$ cat src/pgwr_settings.svh
/*
 * page-write manager table init settings
 * sizes and base addresses of the ATT and list tables, power-up option
 */
`ifndef PGWR_SETTINGS_SVH
`define PGWR_SETTINGS_SVH

// table sizes in entries
`define PGWR_ATT_ENTRY_CNT  16
`define PGWR_LIST_ENTRY_CNT 8

// byte base of each table in memory, 64-byte aligned
`define PGWR_ATT_BASE  32'h0000_1000
`define PGWR_LIST_BASE 32'h0000_2000

// first physical page number handed out to list entries
`define PGWR_PPA_BASE 40'h80000

// 1: first LIST_ENTRY_CNT ATT entries come up uncompressed,
// mapped 1:1 onto the list ways
`define PGWR_PWRUP_UNCOMP 1'b1

// width of a 1-based entry index, 0 is the null pointer
`define PGWR_IDX_W 24

`endif
$ cat src/pgwr_axi_pkg.sv
/*
 * AXI write types of the page-write manager
 * one full 64-byte line per write, single beat
 */
`include "pgwr_settings.svh"

package pgwr_axi_pkg;

	// byte address
	typedef logic [31:0] axi_addr_t;

	// one cache line of write data
	typedef logic [511:0] line_t;

	// byte enables for one line
	typedef logic [63:0] strb_t;

	// write response code
	typedef logic [1:0] bresp_t;

	// anything else is a bus error
	localparam bresp_t BRESP_OKAY = 2'b00;

	// bytes per line, ties line_t and strb_t together
	localparam int unsigned LINE_BYTES = $bits(strb_t);

endpackage

$ cat src/pgwr_tbl_pkg.sv
/*
 * table types of the page-write manager
 * entry index, ATT and list entry layouts, status and init kind
 */
`include "pgwr_settings.svh"

package pgwr_tbl_pkg;

	// 1-based index, 0 means null
	typedef logic [`PGWR_IDX_W-1:0] entry_idx_t;

	// physical page number
	typedef logic [39:0] ppa_t;

	// ATT entry status
	typedef enum logic [1:0] {
		STS_DALLOC = 2'd0, // not backed by a page
		STS_UNCOMP = 2'd1, // page holds raw data
		STS_COMP   = 2'd2  // page lives in a zspage
	} att_sts_e;

	// which table an entry belongs to
	typedef enum logic {
		KIND_ATT  = 1'b0,
		KIND_LIST = 1'b1
	} init_kind_e;

	// 8-byte ATT entry, 8 per line
	typedef struct packed {
		logic [21:0] zpd_cnt; // [63:42]
		ppa_t        way;     // [41:2]
		att_sts_e    sts;     // [1:0]
	} att_entry_t;

	// 16-byte list entry, 4 per line
	typedef struct packed {
		logic [15:0] rsvd;   // [127:112]
		ppa_t        way;    // [111:72]
		entry_idx_t  att_id; // [71:48] owning ATT entry
		entry_idx_t  prev;   // [47:24]
		entry_idx_t  next;   // [23:0]
	} list_entry_t;

endpackage

$ cat src/pgwr_stage_if.sv
/*
 * stage links of the table initializer
 * entry_if carries entry indices, line_if carries packed write lines
 */
`timescale 1ns/1ps

interface entry_if;
	import pgwr_tbl_pkg::*;

	logic       valid;
	logic       ready;
	init_kind_e kind;  // target table
	entry_idx_t idx;   // 1-based
	logic       last;  // final entry of the table

	modport driver (output valid, kind, idx, last, input ready);
	modport receiver (input valid, kind, idx, last, output ready);
endinterface

interface line_if;
	import pgwr_tbl_pkg::*;
	import pgwr_axi_pkg::*;

	logic       valid;
	logic       ready;
	init_kind_e kind;
	logic       last;
	axi_addr_t  addr;  // line aligned
	line_t      data;
	strb_t      strb;  // only the entry's bytes

	modport driver (output valid, kind, last, addr, data, strb, input ready);
	modport receiver (input valid, kind, last, addr, data, strb, output ready);
endinterface

$ cat src/pgwr_mngr_top.sv
/*
 * page-write manager table initializer, top level
 * sequencer -> line packer -> AXI issue, plain AXI write ports
 */
`timescale 1ns/1ps

module pgwr_mngr_top (
	input  logic                    clk_i,
	input  logic                    rst_ni,

	// init requests
	input  logic                    init_att,
	input  logic                    init_list,

	// AXI write address
	output logic                    awvalid,
	input  logic                    awready,
	output pgwr_axi_pkg::axi_addr_t awaddr,

	// AXI write data, single beat
	output logic                    wvalid,
	input  logic                    wready,
	output pgwr_axi_pkg::line_t     wdata,
	output pgwr_axi_pkg::strb_t     wstrb,

	// AXI write response, always accepted
	input  logic                    bvalid,
	input  pgwr_axi_pkg::bresp_t    bresp,

	// status
	output logic                    att_done,
	output logic                    list_done,
	output logic                    bus_error
);

	entry_if entry_link ();  // seq -> packer
	line_if  line_link ();   // packer -> issue

	pgwr_entry_seq u_entry_seq (
		.clk_i     (clk_i),
		.rst_ni    (rst_ni),
		.init_att  (init_att),
		.init_list (init_list),
		.out       (entry_link.driver)
	);

	pgwr_line_packer u_line_packer (
		.clk_i  (clk_i),
		.rst_ni (rst_ni),
		.in     (entry_link.receiver),
		.out    (line_link.driver)
	);

	pgwr_axi_issue u_axi_issue (
		.clk_i     (clk_i),
		.rst_ni    (rst_ni),
		.in        (line_link.receiver),
		.awvalid   (awvalid),
		.awready   (awready),
		.awaddr    (awaddr),
		.wvalid    (wvalid),
		.wready    (wready),
		.wdata     (wdata),
		.wstrb     (wstrb),
		.bvalid    (bvalid),
		.bresp     (bresp),
		.att_done  (att_done),
		.list_done (list_done),
		.bus_error (bus_error)
	);

endmodule

$ cat src/pgwr_axi_issue.sv
/*
 * AXI write issue, one line at a time on AW and W
 * counts in-order responses per table, raises done and bus error
 */
`timescale 1ns/1ps

module pgwr_axi_issue (
	input  logic                   clk_i,
	input  logic                   rst_ni,
	line_if.receiver               in,
	output logic                   awvalid,
	input  logic                   awready,
	output pgwr_axi_pkg::axi_addr_t awaddr,
	output logic                   wvalid,
	input  logic                   wready,
	output pgwr_axi_pkg::line_t    wdata,
	output pgwr_axi_pkg::strb_t    wstrb,
	input  logic                   bvalid,
	input  pgwr_axi_pkg::bresp_t   bresp,
	output logic                   att_done,
	output logic                   list_done,
	output logic                   bus_error
);
	import pgwr_tbl_pkg::*;
	import pgwr_axi_pkg::*;

	logic             aw_pend_q;   // AW not yet taken
	logic             w_pend_q;    // W not yet taken
	init_kind_e       kind_q;
	logic             last_q;
	axi_addr_t        addr_q;
	line_t            data_q;
	strb_t            strb_q;
	logic             take;
	logic             aw_fire;
	logic             w_fire;
	logic [1:0]       inc;         // indexed by init_kind_e
	logic [1:0]       dec;
	entry_idx_t [1:0] cnt_q;       // writes awaiting a response
	logic [1:0]       last_seen_q; // last line of the kind issued
	logic [1:0]       done_q;

	// next line only once both channels are through
	assign in.ready = !aw_pend_q && !w_pend_q;
	assign take     = in.valid && in.ready;
	assign aw_fire  = awvalid && awready;
	assign w_fire   = wvalid && wready;

	always_ff @(posedge clk_i or negedge rst_ni) begin
		if (!rst_ni) begin
			aw_pend_q <= 1'b0;
			w_pend_q  <= 1'b0;
		end else if (take) begin
			aw_pend_q <= 1'b1;
			w_pend_q  <= 1'b1;
		end else begin
			if (aw_fire) aw_pend_q <= 1'b0; // channels drop on their own
			if (w_fire)  w_pend_q  <= 1'b0;
		end
	end

	always_ff @(posedge clk_i) begin
		if (take) begin
			kind_q <= in.kind;
			last_q <= in.last;
			addr_q <= in.addr;
			data_q <= in.data;
			strb_q <= in.strb;
		end
	end

	assign awvalid = aw_pend_q;
	assign awaddr  = addr_q;
	assign wvalid  = w_pend_q;
	assign wdata   = data_q;
	assign wstrb   = strb_q;

	// responses are in order and ATT writes go out first,
	// so a response belongs to ATT while ATT still has writes open
	assign inc[KIND_ATT]  = aw_fire && (kind_q == KIND_ATT);
	assign inc[KIND_LIST] = aw_fire && (kind_q == KIND_LIST);
	assign dec[KIND_ATT]  = bvalid && (cnt_q[KIND_ATT] != '0);
	assign dec[KIND_LIST] = bvalid && (cnt_q[KIND_ATT] == '0) && (cnt_q[KIND_LIST] != '0);

	always_ff @(posedge clk_i or negedge rst_ni) begin
		if (!rst_ni) begin
			cnt_q       <= '0;
			last_seen_q <= '0;
			done_q      <= '0;
			bus_error   <= 1'b0;
		end else begin
			for (int k = 0; k < 2; k++) begin
				if (inc[k] && !dec[k])
					cnt_q[k] <= cnt_q[k] + entry_idx_t'(1);
				else if (dec[k] && !inc[k])
					cnt_q[k] <= cnt_q[k] - entry_idx_t'(1);
				if (inc[k] && last_q)
					last_seen_q[k] <= 1'b1;
				if (last_seen_q[k] && cnt_q[k] == '0)
					done_q[k] <= 1'b1; // sticky
			end
			// error response, or a response nobody is waiting for
			if (bvalid && (bresp != BRESP_OKAY || cnt_q == '0))
				bus_error <= 1'b1;
		end
	end

	assign att_done  = done_q[KIND_ATT];
	assign list_done = done_q[KIND_LIST];

	// AXI hold rule on both request channels
	a_aw_hold: assert property (@(posedge clk_i) disable iff (!rst_ni)
		awvalid && !awready |=> awvalid && $stable(awaddr));
	a_w_hold: assert property (@(posedge clk_i) disable iff (!rst_ni)
		wvalid && !wready |=> wvalid && $stable(wdata));

endmodule

$ cat src/pgwr_line_packer.sv
/*
 * line packer, turns an entry index into a line write
 * builds address, entry data in its slot and the slot's strobe
 */
`timescale 1ns/1ps
`include "pgwr_settings.svh"

module pgwr_line_packer (
	input  logic      clk_i,
	input  logic      rst_ni,
	entry_if.receiver in,
	line_if.driver    out
);
	import pgwr_tbl_pkg::*;
	import pgwr_axi_pkg::*;

	localparam entry_idx_t LIST_CNT     = entry_idx_t'(`PGWR_LIST_ENTRY_CNT);
	localparam axi_addr_t  ATT_BASE     = `PGWR_ATT_BASE;
	localparam axi_addr_t  LIST_BASE    = `PGWR_LIST_BASE;
	localparam ppa_t       PPA_BASE     = `PGWR_PPA_BASE;
	localparam bit         PWRUP_UNCOMP = `PGWR_PWRUP_UNCOMP;

	entry_idx_t  ofs;      // zero-based entry number
	ppa_t        way;
	logic [2:0]  att_slot; // 8 ATT entries per line
	logic [1:0]  lst_slot; // 4 list entries per line
	att_entry_t  att_e;
	list_entry_t lst_e;
	axi_addr_t   addr_d;
	line_t       data_d;
	strb_t       strb_d;
	logic        take;

	// single slot
	logic        vld_q;
	init_kind_e  kind_q;
	logic        last_q;
	axi_addr_t   addr_q;
	line_t       data_q;
	strb_t       strb_q;

	assign ofs      = in.idx - entry_idx_t'(1);
	assign way      = PPA_BASE + ppa_t'(ofs); // one page per entry
	assign att_slot = ofs[2:0];
	assign lst_slot = ofs[1:0];

	always_comb begin
		att_e.zpd_cnt = '0;
		if (PWRUP_UNCOMP && in.idx <= LIST_CNT) begin
			att_e.sts = STS_UNCOMP; // backed by the matching list way
			att_e.way = way;
		end else begin
			att_e.sts = STS_DALLOC;
			att_e.way = '0;
		end
	end

	// one long doubly linked free list, head 1 and tail LIST_CNT
	always_comb begin
		lst_e.rsvd   = '0;
		lst_e.way    = way;
		lst_e.att_id = '0;            // free, no owner yet
		lst_e.prev   = ofs;           // 0 on the head
		lst_e.next   = in.last ? '0 : in.idx + entry_idx_t'(1);
	end

	always_comb begin
		if (in.kind == KIND_ATT) begin
			addr_d = ATT_BASE + (axi_addr_t'(ofs >> 3) << 6);
			data_d = line_t'(att_e) << {att_slot, 6'd0};      // 64 bits per slot
			strb_d = strb_t'(8'hff) << {att_slot, 3'd0};
		end else begin
			addr_d = LIST_BASE + (axi_addr_t'(ofs >> 2) << 6);
			data_d = line_t'(lst_e) << {lst_slot, 7'd0};      // 128 bits per slot
			strb_d = strb_t'(16'hffff) << {lst_slot, 4'd0};
		end
	end

	// free slot or one that leaves this cycle
	assign in.ready = !vld_q || out.ready;
	assign take     = in.valid && in.ready;

	always_ff @(posedge clk_i or negedge rst_ni) begin
		if (!rst_ni) begin
			vld_q <= 1'b0;
		end else if (take) begin
			vld_q <= 1'b1;
		end else if (out.ready) begin
			vld_q <= 1'b0;
		end
	end

	always_ff @(posedge clk_i) begin
		if (take) begin
			kind_q <= in.kind;
			last_q <= in.last;
			addr_q <= addr_d;
			data_q <= data_d;
			strb_q <= strb_d;
		end
	end

	assign out.valid = vld_q;
	assign out.kind  = kind_q;
	assign out.last  = last_q;
	assign out.addr  = addr_q;
	assign out.data  = data_q;
	assign out.strb  = strb_q;

endmodule

$ cat src/pgwr_entry_seq.sv
/*
 * entry sequencer, picks the init mode and walks the table
 * emits idx 1..N per table, ATT first, each table once
 */
`timescale 1ns/1ps
`include "pgwr_settings.svh"

module pgwr_entry_seq (
	input  logic    clk_i,
	input  logic    rst_ni,
	input  logic    init_att,
	input  logic    init_list,
	entry_if.driver out
);
	import pgwr_tbl_pkg::*;

	typedef enum logic [1:0] {
		SEQ_IDLE,
		SEQ_ATT,
		SEQ_LIST
	} seq_state_e;

	localparam entry_idx_t ATT_CNT  = entry_idx_t'(`PGWR_ATT_ENTRY_CNT);
	localparam entry_idx_t LIST_CNT = entry_idx_t'(`PGWR_LIST_ENTRY_CNT);

	seq_state_e state_q, state_d;
	entry_idx_t idx_q, idx_d;
	entry_idx_t cur_cnt;       // size of the table being walked
	logic       att_issued_q;  // ATT fill already started
	logic       list_issued_q;
	logic       fire;

	assign cur_cnt = (state_q == SEQ_LIST) ? LIST_CNT : ATT_CNT;
	assign fire    = out.valid && out.ready;

	// outputs straight from state, so they hold under back-pressure
	assign out.valid = (state_q != SEQ_IDLE);
	assign out.kind  = (state_q == SEQ_LIST) ? KIND_LIST : KIND_ATT;
	assign out.idx   = idx_q;
	assign out.last  = (idx_q == cur_cnt);

	always_comb begin
		state_d = state_q;
		idx_d   = idx_q;
		case (state_q)
			SEQ_IDLE: begin
				// ATT wins when both are asked for
				if (init_att && !att_issued_q) begin
					state_d = SEQ_ATT;
					idx_d   = entry_idx_t'(1);
				end else if (init_list && !list_issued_q) begin
					state_d = SEQ_LIST;
					idx_d   = entry_idx_t'(1);
				end
			end
			SEQ_ATT, SEQ_LIST: begin
				if (fire) begin
					if (out.last) begin
						state_d = SEQ_IDLE; // table done, list may follow
					end else begin
						idx_d = idx_q + entry_idx_t'(1);
					end
				end
			end
			default: state_d = SEQ_IDLE;
		endcase
	end

	always_ff @(posedge clk_i or negedge rst_ni) begin
		if (!rst_ni) begin
			state_q       <= SEQ_IDLE;
			idx_q         <= '0;
			att_issued_q  <= 1'b0;
			list_issued_q <= 1'b0;
		end else begin
			state_q <= state_d;
			idx_q   <= idx_d;
			// sticky, a second request on a filled table is ignored
			if (state_q == SEQ_IDLE && state_d == SEQ_ATT)
				att_issued_q <= 1'b1;
			if (state_q == SEQ_IDLE && state_d == SEQ_LIST)
				list_issued_q <= 1'b1;
		end
	end

	// offered index is always a live entry of the current table
	a_idx_range: assert property (@(posedge clk_i) disable iff (!rst_ni)
		out.valid |-> (out.idx != '0) && (out.idx <= cur_cnt));

endmodule

$ cat config.mk
export PLATFORM = sky130hd
export DESIGN_NAME = pgwr_mngr_top
export DESIGN_NICKNAME = d
export VERILOG_FILES = /design/src/pgwr_axi_pkg.sv /design/src/pgwr_tbl_pkg.sv /design/src/pgwr_stage_if.sv /design/src/pgwr_mngr_top.sv /design/src/pgwr_axi_issue.sv /design/src/pgwr_line_packer.sv /design/src/pgwr_entry_seq.sv
export VERILOG_INCLUDE_DIRS = /design/src
export SDC_FILE = /design/constraint.sdc
export NUM_CORES = 1
export LEC_CHECK = 0
export BUFFER_PORTS_ARGS = -buffer_cell sky130_fd_sc_hd__buf_2
export CAP_MARGIN = 20
export CORE_MARGIN = 3
export CORE_UTILIZATION = 50
export DETAILED_ROUTE_END_ITERATION = 6
export GPL_ROUTABILITY_DRIVEN = 0
export GPL_TIMING_DRIVEN = 0
export PLACE_DENSITY_LB_ADDON = 0.15
export SLEW_MARGIN = 20
export SYNTH_ARGS = -nofsm -noshare
export SYNTH_HDL_FRONTEND = slang
export SYNTH_SLANG_ARGS = --single-unit
export TNS_END_PERCENT = 5
$ cat constraint.sdc
create_clock -name clk_i -period 31.2 [get_ports clk_i]
set_input_delay 4.68 -clock clk_i [delete_from_list [all_inputs] [get_ports clk_i]]
set_output_delay 4.68 -clock clk_i [all_outputs]
set_load 0.02 [all_outputs]
## Word-level counts from Yosys, hierarchy flattened

Index checks and enable logic that the tools add are counted.

- $add $sub $neg: 9
- Order comparisons: 1
- Equality and inequality tests: 8
- Shifts and indexed selects: 4
- Muxes and demuxes: 27
- Bitwise gates (word level): 1
- Reductions and logical operators: 50

Operators with widths:

| cell | count |
|---|---|
| 512-bit 2-to-1 mux | 1 |
| 112-bit by 9-bit left shift with 512-bit output | 1 |
| 42-bit by 9-bit left shift with 512-bit output | 1 |
| 24-bit 2-to-1 mux | 9 |
| 24-bit by 1-bit adder with 24-bit output (second input constant) | 3 |
| 24-bit by 1-bit subtractor with 24-bit output (second input constant) | 3 |
| 64-bit 2-to-1 mux | 1 |
| 16-bit by 6-bit left shift with 64-bit output (first input constant) | 1 |
| 8-bit by 6-bit left shift with 64-bit output (first input constant) | 1 |
| 24-bit logical NOT | 2 |
| 48-bit logical NOT | 1 |
| 24-bit case mux with 2 select lines | 1 |
| 24-bit nonzero test | 2 |
| 42-bit 2-to-1 mux | 1 |
| 32-bit 2-to-1 mux | 1 |
| 14-bit by 28-bit adder with 29-bit output (first input constant) | 1 |
| 13-bit by 27-bit adder with 28-bit output (first input constant) | 1 |
| 20-bit by 24-bit adder with 25-bit output (first input constant) | 1 |
| 24-bit == test | 1 |
| 24-bit by 4-bit less-or-equal comparator with 1-bit output (second input constant) | 1 |
| 1-bit logical AND | 23 |
| 2-bit nonzero test | 8 |
| 1-bit logical NOT | 9 |
| 2-bit 2-to-1 mux | 4 |
| other kinds (13) | 22 |

- Register bits after elaboration: 1304
- Bits of input ports: 9
- Output and inout bits: 613
- Logic and storage cells: 124

## Longest topological paths before layout

- Depth after elaboration: 8
- Depth in mapped cells: 17
- Mapped depth without buffers: 16

## By module

A second synthesis with hierarchy kept.

- Cells, all modules: 2609
- Area total of the unflattened synthesis: 40521.4 µm²

Modules (own cells, without submodules):

| module | times used | cells each | area an instance (µm²) | seq. area each (µm²) |
|---|---|---|---|---|
| pgwr_axi_issue | 1 | 1135 | 22743.1 | 19693.9 |
| pgwr_line_packer | 1 | 1302 | 16179.3 | 10505.1 |
| pgwr_entry_seq | 1 | 172 | 1599.0 | 700.7 |

## Least setup slack after synthesis

Ideal clock, no wire load.

- Path type: reg-to-reg
- From: register u_axi_issue.aw_pend_q, in the netlist u_axi_issue.awvalid
- To: register u_entry_seq.idx_q[17], in the netlist u_entry_seq.out.idx[17]
- Library setup time: 0.174 ns
- Arrival: 18.918 ns
- Data required time: 31.026 ns
- Slack: 12.108 ns
- Stages on the path, launching flop included: 6
- Buffers on the path: 0
- Clock period less this slack: 19.092 ns
- Cell sequence: dfrtp_1 > nor2_1 > nor2b_1 > nor2_1 > nand3_1 > o41ai_1

- Longest elaborated chain between the ends: 6

Ends and longest elaborated chain:

| what | RTL line | text |
|---|---|---|
| start, declared | pgwr_axi_issue.sv:27 | `logic aw_pend_q;` |
| start signal, assigned | pgwr_axi_issue.sv:51 | `aw_pend_q <= 1'b0;` |
| start signal, assigned | pgwr_axi_issue.sv:54 | `aw_pend_q <= 1'b1;` |
| start signal, assigned | pgwr_axi_issue.sv:57 | `if (aw_fire) aw_pend_q <= 1'b0;` |
| 1-bit logical NOT | pgwr_axi_issue.sv:44 | `assign in.ready = !aw_pend_q && !w_pend_q;` |
| 1-bit logical AND | pgwr_axi_issue.sv:44 |  |
| 1-bit logical OR | pgwr_line_packer.sv:80 | `assign in.ready = !vld_q \|\| out.ready;` |
| 1-bit logical AND | pgwr_entry_seq.sv:34 | `assign fire = out.valid && out.ready;` |
| via u_entry_seq.fire | pgwr_entry_seq.sv:31 | `logic fire;` |
| 2-bit by 1-bit != test with 1-bit output (no source line) | -- |  |
| 4-bit AND reduction (no source line) | -- |  |
| end signal, assigned | pgwr_entry_seq.sv:77 | `idx_q <= idx_d;` |
| end, declared | pgwr_entry_seq.sv:27 | `entry_idx_t idx_q, idx_d;` |

The timed path passes the listed nets, and every way through them passes these cells.
A chain may end at the register's enable or synchronous reset.

## Final worst setup path

- From: input port awready
- To: register u_axi_issue.cnt_q[47] (netlist bit)

- Longest elaborated chain between the ends: 5
- Elaborated cells between the ends (all ways): 7
- Those cells by class: 1 x mux; 6 x reduce/logical

Ends and longest elaborated chain:

| what | RTL line | text |
|---|---|---|
| start, declared | pgwr_mngr_top.sv:17 | `input logic awready,` |
| 1-bit logical AND (*) | pgwr_axi_issue.sv:46 | `assign aw_fire = awvalid && awready;` |
| 1-bit logical AND (*) | pgwr_axi_issue.sv:81 | `assign inc[KIND_LIST] = aw_fire && (kind_q == KIND_LIST);` |
| 1-bit logical NOT | pgwr_axi_issue.sv:95 | `else if (dec[k] && !inc[k])` |
| 1-bit logical AND | pgwr_axi_issue.sv:95 |  |
| 2-bit nonzero test (no source line) | -- |  |
| end signal, assigned by index | pgwr_axi_issue.sv:94 | `cnt_q[k] <= cnt_q[k] + entry_idx_t'(1);` |
| end signal, assigned by index | pgwr_axi_issue.sv:96 | `cnt_q[k] <= cnt_q[k] - entry_idx_t'(1);` |
| end, declared | pgwr_axi_issue.sv:39 | `entry_idx_t [1:0] cnt_q;` |

Mark *: on every way between the ends. The rest lies on a longest branch, timed or not.

==> flow_summary_export.csv <==
group,metric,value,unit
cells_and_area,final_common_cell,"edfxtp_1",
clock_network,cts_buffers,81,
logic_synthesis,syn_area,0.0320,mm²
clock_network,clock_latency,0.63,ns
worst_hold_path,hold_class,"reg2reg",
logic_synthesis,synth.distinct_cells,75,
timing,timing.slew.headroom,0.210,
critical_path,start_kind,"input pin",
die,dieArea,0.0671,mm²
pwr,p_leak,15.9,nW
pwr,ir_drop,55.6,µV
timing,finalSetupViolations,0,
critical_path,crit_type,"in2reg",
cells_and_area,layout_common_cells,"706 x edfxtp_1, 425 x buf_2, 257 x buf_4",
clock_network,clock-sinks,790,
logic_synthesis,synth_edf_count,706,
routing,drtAntennaViolNets,0,
place,hpwl,55700,µm
die,fp.dieW,259,µm
logic_synthesis,synthFlopType,"edfxtp_1",
routing,firstDrtPassIters,5,
timing,hold_slack,0.404,ns
pwr,clkPwrFrac,0.241,
routing,drtIter0Drc,1432,
critical_path,timing.rr.end,"u_axi_issue.cnt_q[47]$_DFFE_PN0P_",
clock_network,cts_max_level,3,
critical_path,ff2ff_setup_slack,26.23,ns
global_route,grt_pass1_vias,18900,
logic_synthesis,syn_inst,2238,
timing,finalHoldViolations,0,
routing,routed_via_density,5.04,
die,io_pins,622,
critical_path,cp-endpoint,"u_axi_issue.cnt_q[47]$_DFFE_PN0P_",
die,core,0.0632,mm²
outcome,outcome,"finished, final reports clean",
timing,worst_pin_slew,1.18,ns
critical_path,cp-end-kind,"register",
clock_network,path_clk_slew,0.06,ns
routing,totalWireLength,78400,µm
pwr,p_int,0.00266,W
critical_path,critPathMaxStageDelay,0.67,ns
timing,skew,0.0287,ns
critical_path,r2r_cells,16,
pwr,power_frac_comb,0.344,
critical_path,slowest_stage,"inv_1",
cells_and_area,post-route-util,0.622,
global_route,grt-ovfl-total,0,
critical_path,cp_num_cells,14,
logic_synthesis,ys_warn_count,0,
critical_path,path_cells,"buf_2 -> and3_1 -> ha_1 -> inv_1 -> ha_1 -> o21ai_0 -> o21ai_0 -> a21oi_1 -> o31ai_1 -> nand3_1 -> a31o_2 -> o211a_1 -> mux2i_1 -> xnor2_1",
critical_path,rr_startpoint,"u_axi_issue.cnt_q[15]$_DFFE_PN0P_",
clock_network,cts_tree,"built",
routing,routedWlPerCell,20.2,µm
cells_and_area,layout-drive-gt1-share,0.283,
timing,rsz0062_at_grt,"no",
global_route,antenna_found_initial,2,
logic_synthesis,synthArstFlopShare,0.106,
critical_path,arrival,8.37,ns
critical_path,cp_top_family,"compound AO/OA/AOI/OAI gates",
routing,drc_errors,0,
global_route,grt_start_max_net_pins,96,
timing,slew_viol_final,0,
die,placementRows,92,
cells_and_area,syn_to_final_growth,22.7,%
place,io_buffers,420,
die,start_util,0.507,
global_route,grt_pass1_wl,116000,µm
clock_network,ctsRootBufferMaster,"clkbuf_16",
pwr,swShare,0.359,
global_route,grtUsageTotal,0.230,
cells_and_area,nets,3036,
clock_network,postCtsSetupRepairBufs,0,
clock_network,ctsHoldBuffers,0,
pwr,p_seq_frac,0.415,
critical_path,cp-startpoint,"awready",
critical_path,critPathBufInv,2,
timing,fmax,128,MHz
timing,tns,0,ns
routing,vias,19600,
logic_synthesis,ys_ff_latch,790,
logic_synthesis,avgSynthCellArea,14.3,µm²
clock_network,cts_buffer_depth,3,
clock_network,post_cts_resize_count,0,
pwr,net-switching-power,0.00149,W
critical_path,worstPathMaxFanout,24,
logic_synthesis,ys_seq_area_frac,0.728,
critical_path,worstPathRequired,31.74,ns
timing,period_share,0.251,
pwr,p_per_area,106,mW/mm²
job,drv_cap,0,
die,die_h,259,µm
timing,min_period,7.84,ns
==> power by group through the flow <==
| stage | clock [W] | combinational (W) | sequential [W] |
|---|---|---|---|
| floorplan | 0 | 0.000784 | 0.00202 |
| global placement | 0 | 0.00131 | 0.00201 |
| detailed placement | 0 | 0.00143 | 0.00174 |
| CTS | 0.00102 | 0.00143 | 0.00172 |
| global route | 0.00106 | 0.00155 | 0.00175 |
| finish | 0.00100 | 0.00143 | 0.00172 |
==> worst min-delay path by stage <==
stage / startpoint / end / slack [ns] / depth (start not counted)
3_3_place_gp: u_line_packer.out.data[68]$_SDFFCE_PP0P_ / u_axi_issue.wdata[68]$_DFFE_PP_ / 0.40 / 0
2_1_floorplan: u_line_packer.out.addr[10]$_DFFE_PP_ / u_axi_issue.awaddr[10]$_DFFE_PP_ / 0.40 / 0
3_5_place_dp: u_line_packer.out.addr[20]$_DFFE_PP_ / u_axi_issue.awaddr[20]$_DFFE_PP_ / 0.40 / 0
6_report: u_line_packer.out.data[219]$_SDFFCE_PP0P_ / u_axi_issue.wdata[219]$_DFFE_PP_ / 0.40 / 0
5_1_grt: u_line_packer.out.addr[24]$_DFFE_PP_ / u_axi_issue.awaddr[24]$_DFFE_PP_ / 0.41 / 0
4_1_cts: u_line_packer.out.data[219]$_SDFFCE_PP0P_ / u_axi_issue.wdata[219]$_DFFE_PP_ / 0.41 / 0
==> cell usage after synthesis, types with 10 or more instances <==
master | count | area share
nand2_1 | 153 | 0.018
inv_1 | 58 | 0.0068
buf_4 | 257 | 0.060
nand4_1 | 10 | 0.0020
nor4_1 | 17 | 0.0033
a21oi_1 | 45 | 0.0070
nand2b_1 | 15 | 0.0029
a21o_1 | 34 | 0.0080
nor2_1 | 213 | 0.025
ha_1 | 59 | 0.023
xor2_1 | 46 | 0.013
clkbuf_1 | 76 | 0.0089
nand3_1 | 30 | 0.0047
edfxtp_1 | 706 | 0.66
and3_1 | 10 | 0.0020
o22ai_1 | 38 | 0.0074
nor3_1 | 18 | 0.0028
xnor2_1 | 53 | 0.014
dfrtp_1 | 84 | 0.066
o21ai_1 | 16 | 0.0025
o21ai_0 | 165 | 0.026
==> metrics by stage <==
stage | instance area, µm² | setup WS (ns) | std cells | total power [W]
after floorplan | 32800 | 12.11 | 2444 | 0.00280
after global placement | 36000 | 2.96 | 3710 | 0.00332
after detailed placement | 36500 | 22.83 | 3729 | 0.00317
after CTS | 39300 | 23.41 | 3877 | 0.00418
after global routing | 39300 | 23.06 | 3878 | 0.00436
final | 39300 | 23.36 | 3880 | 0.00415
==> sequential cells by signal, summed over array words and instances (netlist names), 2 cells and up <==
register / cells
u_axi_issue.wdata: 320
u_line_packer.out.data: 320
u_axi_issue.cnt_q: 48
u_entry_seq.out.idx: 24
u_axi_issue.awaddr: 23
u_line_packer.out.addr: 23
u_axi_issue.wstrb: 8
u_line_packer.out.strb: 8
u_axi_issue.done_q: 2
u_axi_issue.last_seen_q: 2
u_entry_seq.state_q: 2
==> layer usage <==
metal | share of wire | GRT usage | vias up
li1 | - | - | 9083
met1 | 0.39 | 0.296 | 9577
met2 | 0.51 | 0.395 | 778
met3 | 0.071 | 0.0399 | 129
met4 | 0.028 | 0.0774 | 0
met5 | 0 | 0 | -
==> final cells by class <==
class | count | area (µm²)
flip-flops and latches | 790 | 23300
diodes | 3 | 7.51
repair buffers | 439 | 2560
clock buffers | 98 | 2120
plain buffers | 346 | 2290
clock inverters | 50 | 664
well taps | 846 | 1060
fillers | 4773 | 23900
inverters | 62 | 240
multi-input cells | 1246 | 7040
==> kinds of logic (layout without fill, tap and decap cells) <==
kind of cell	after synthesis	in the layout	synth area share
other cells	1	210	0.000117
mux	13	13	0.00430
compound gates	352	352	0.0645
fa+ha+maj	61	61	0.0243
simple gates	513	513	0.0727
xor+xnor	100	100	0.0276
buf+inv	408	995	0.0789
flops	790	790	0.728
Power figures use the tool's default switching activity.
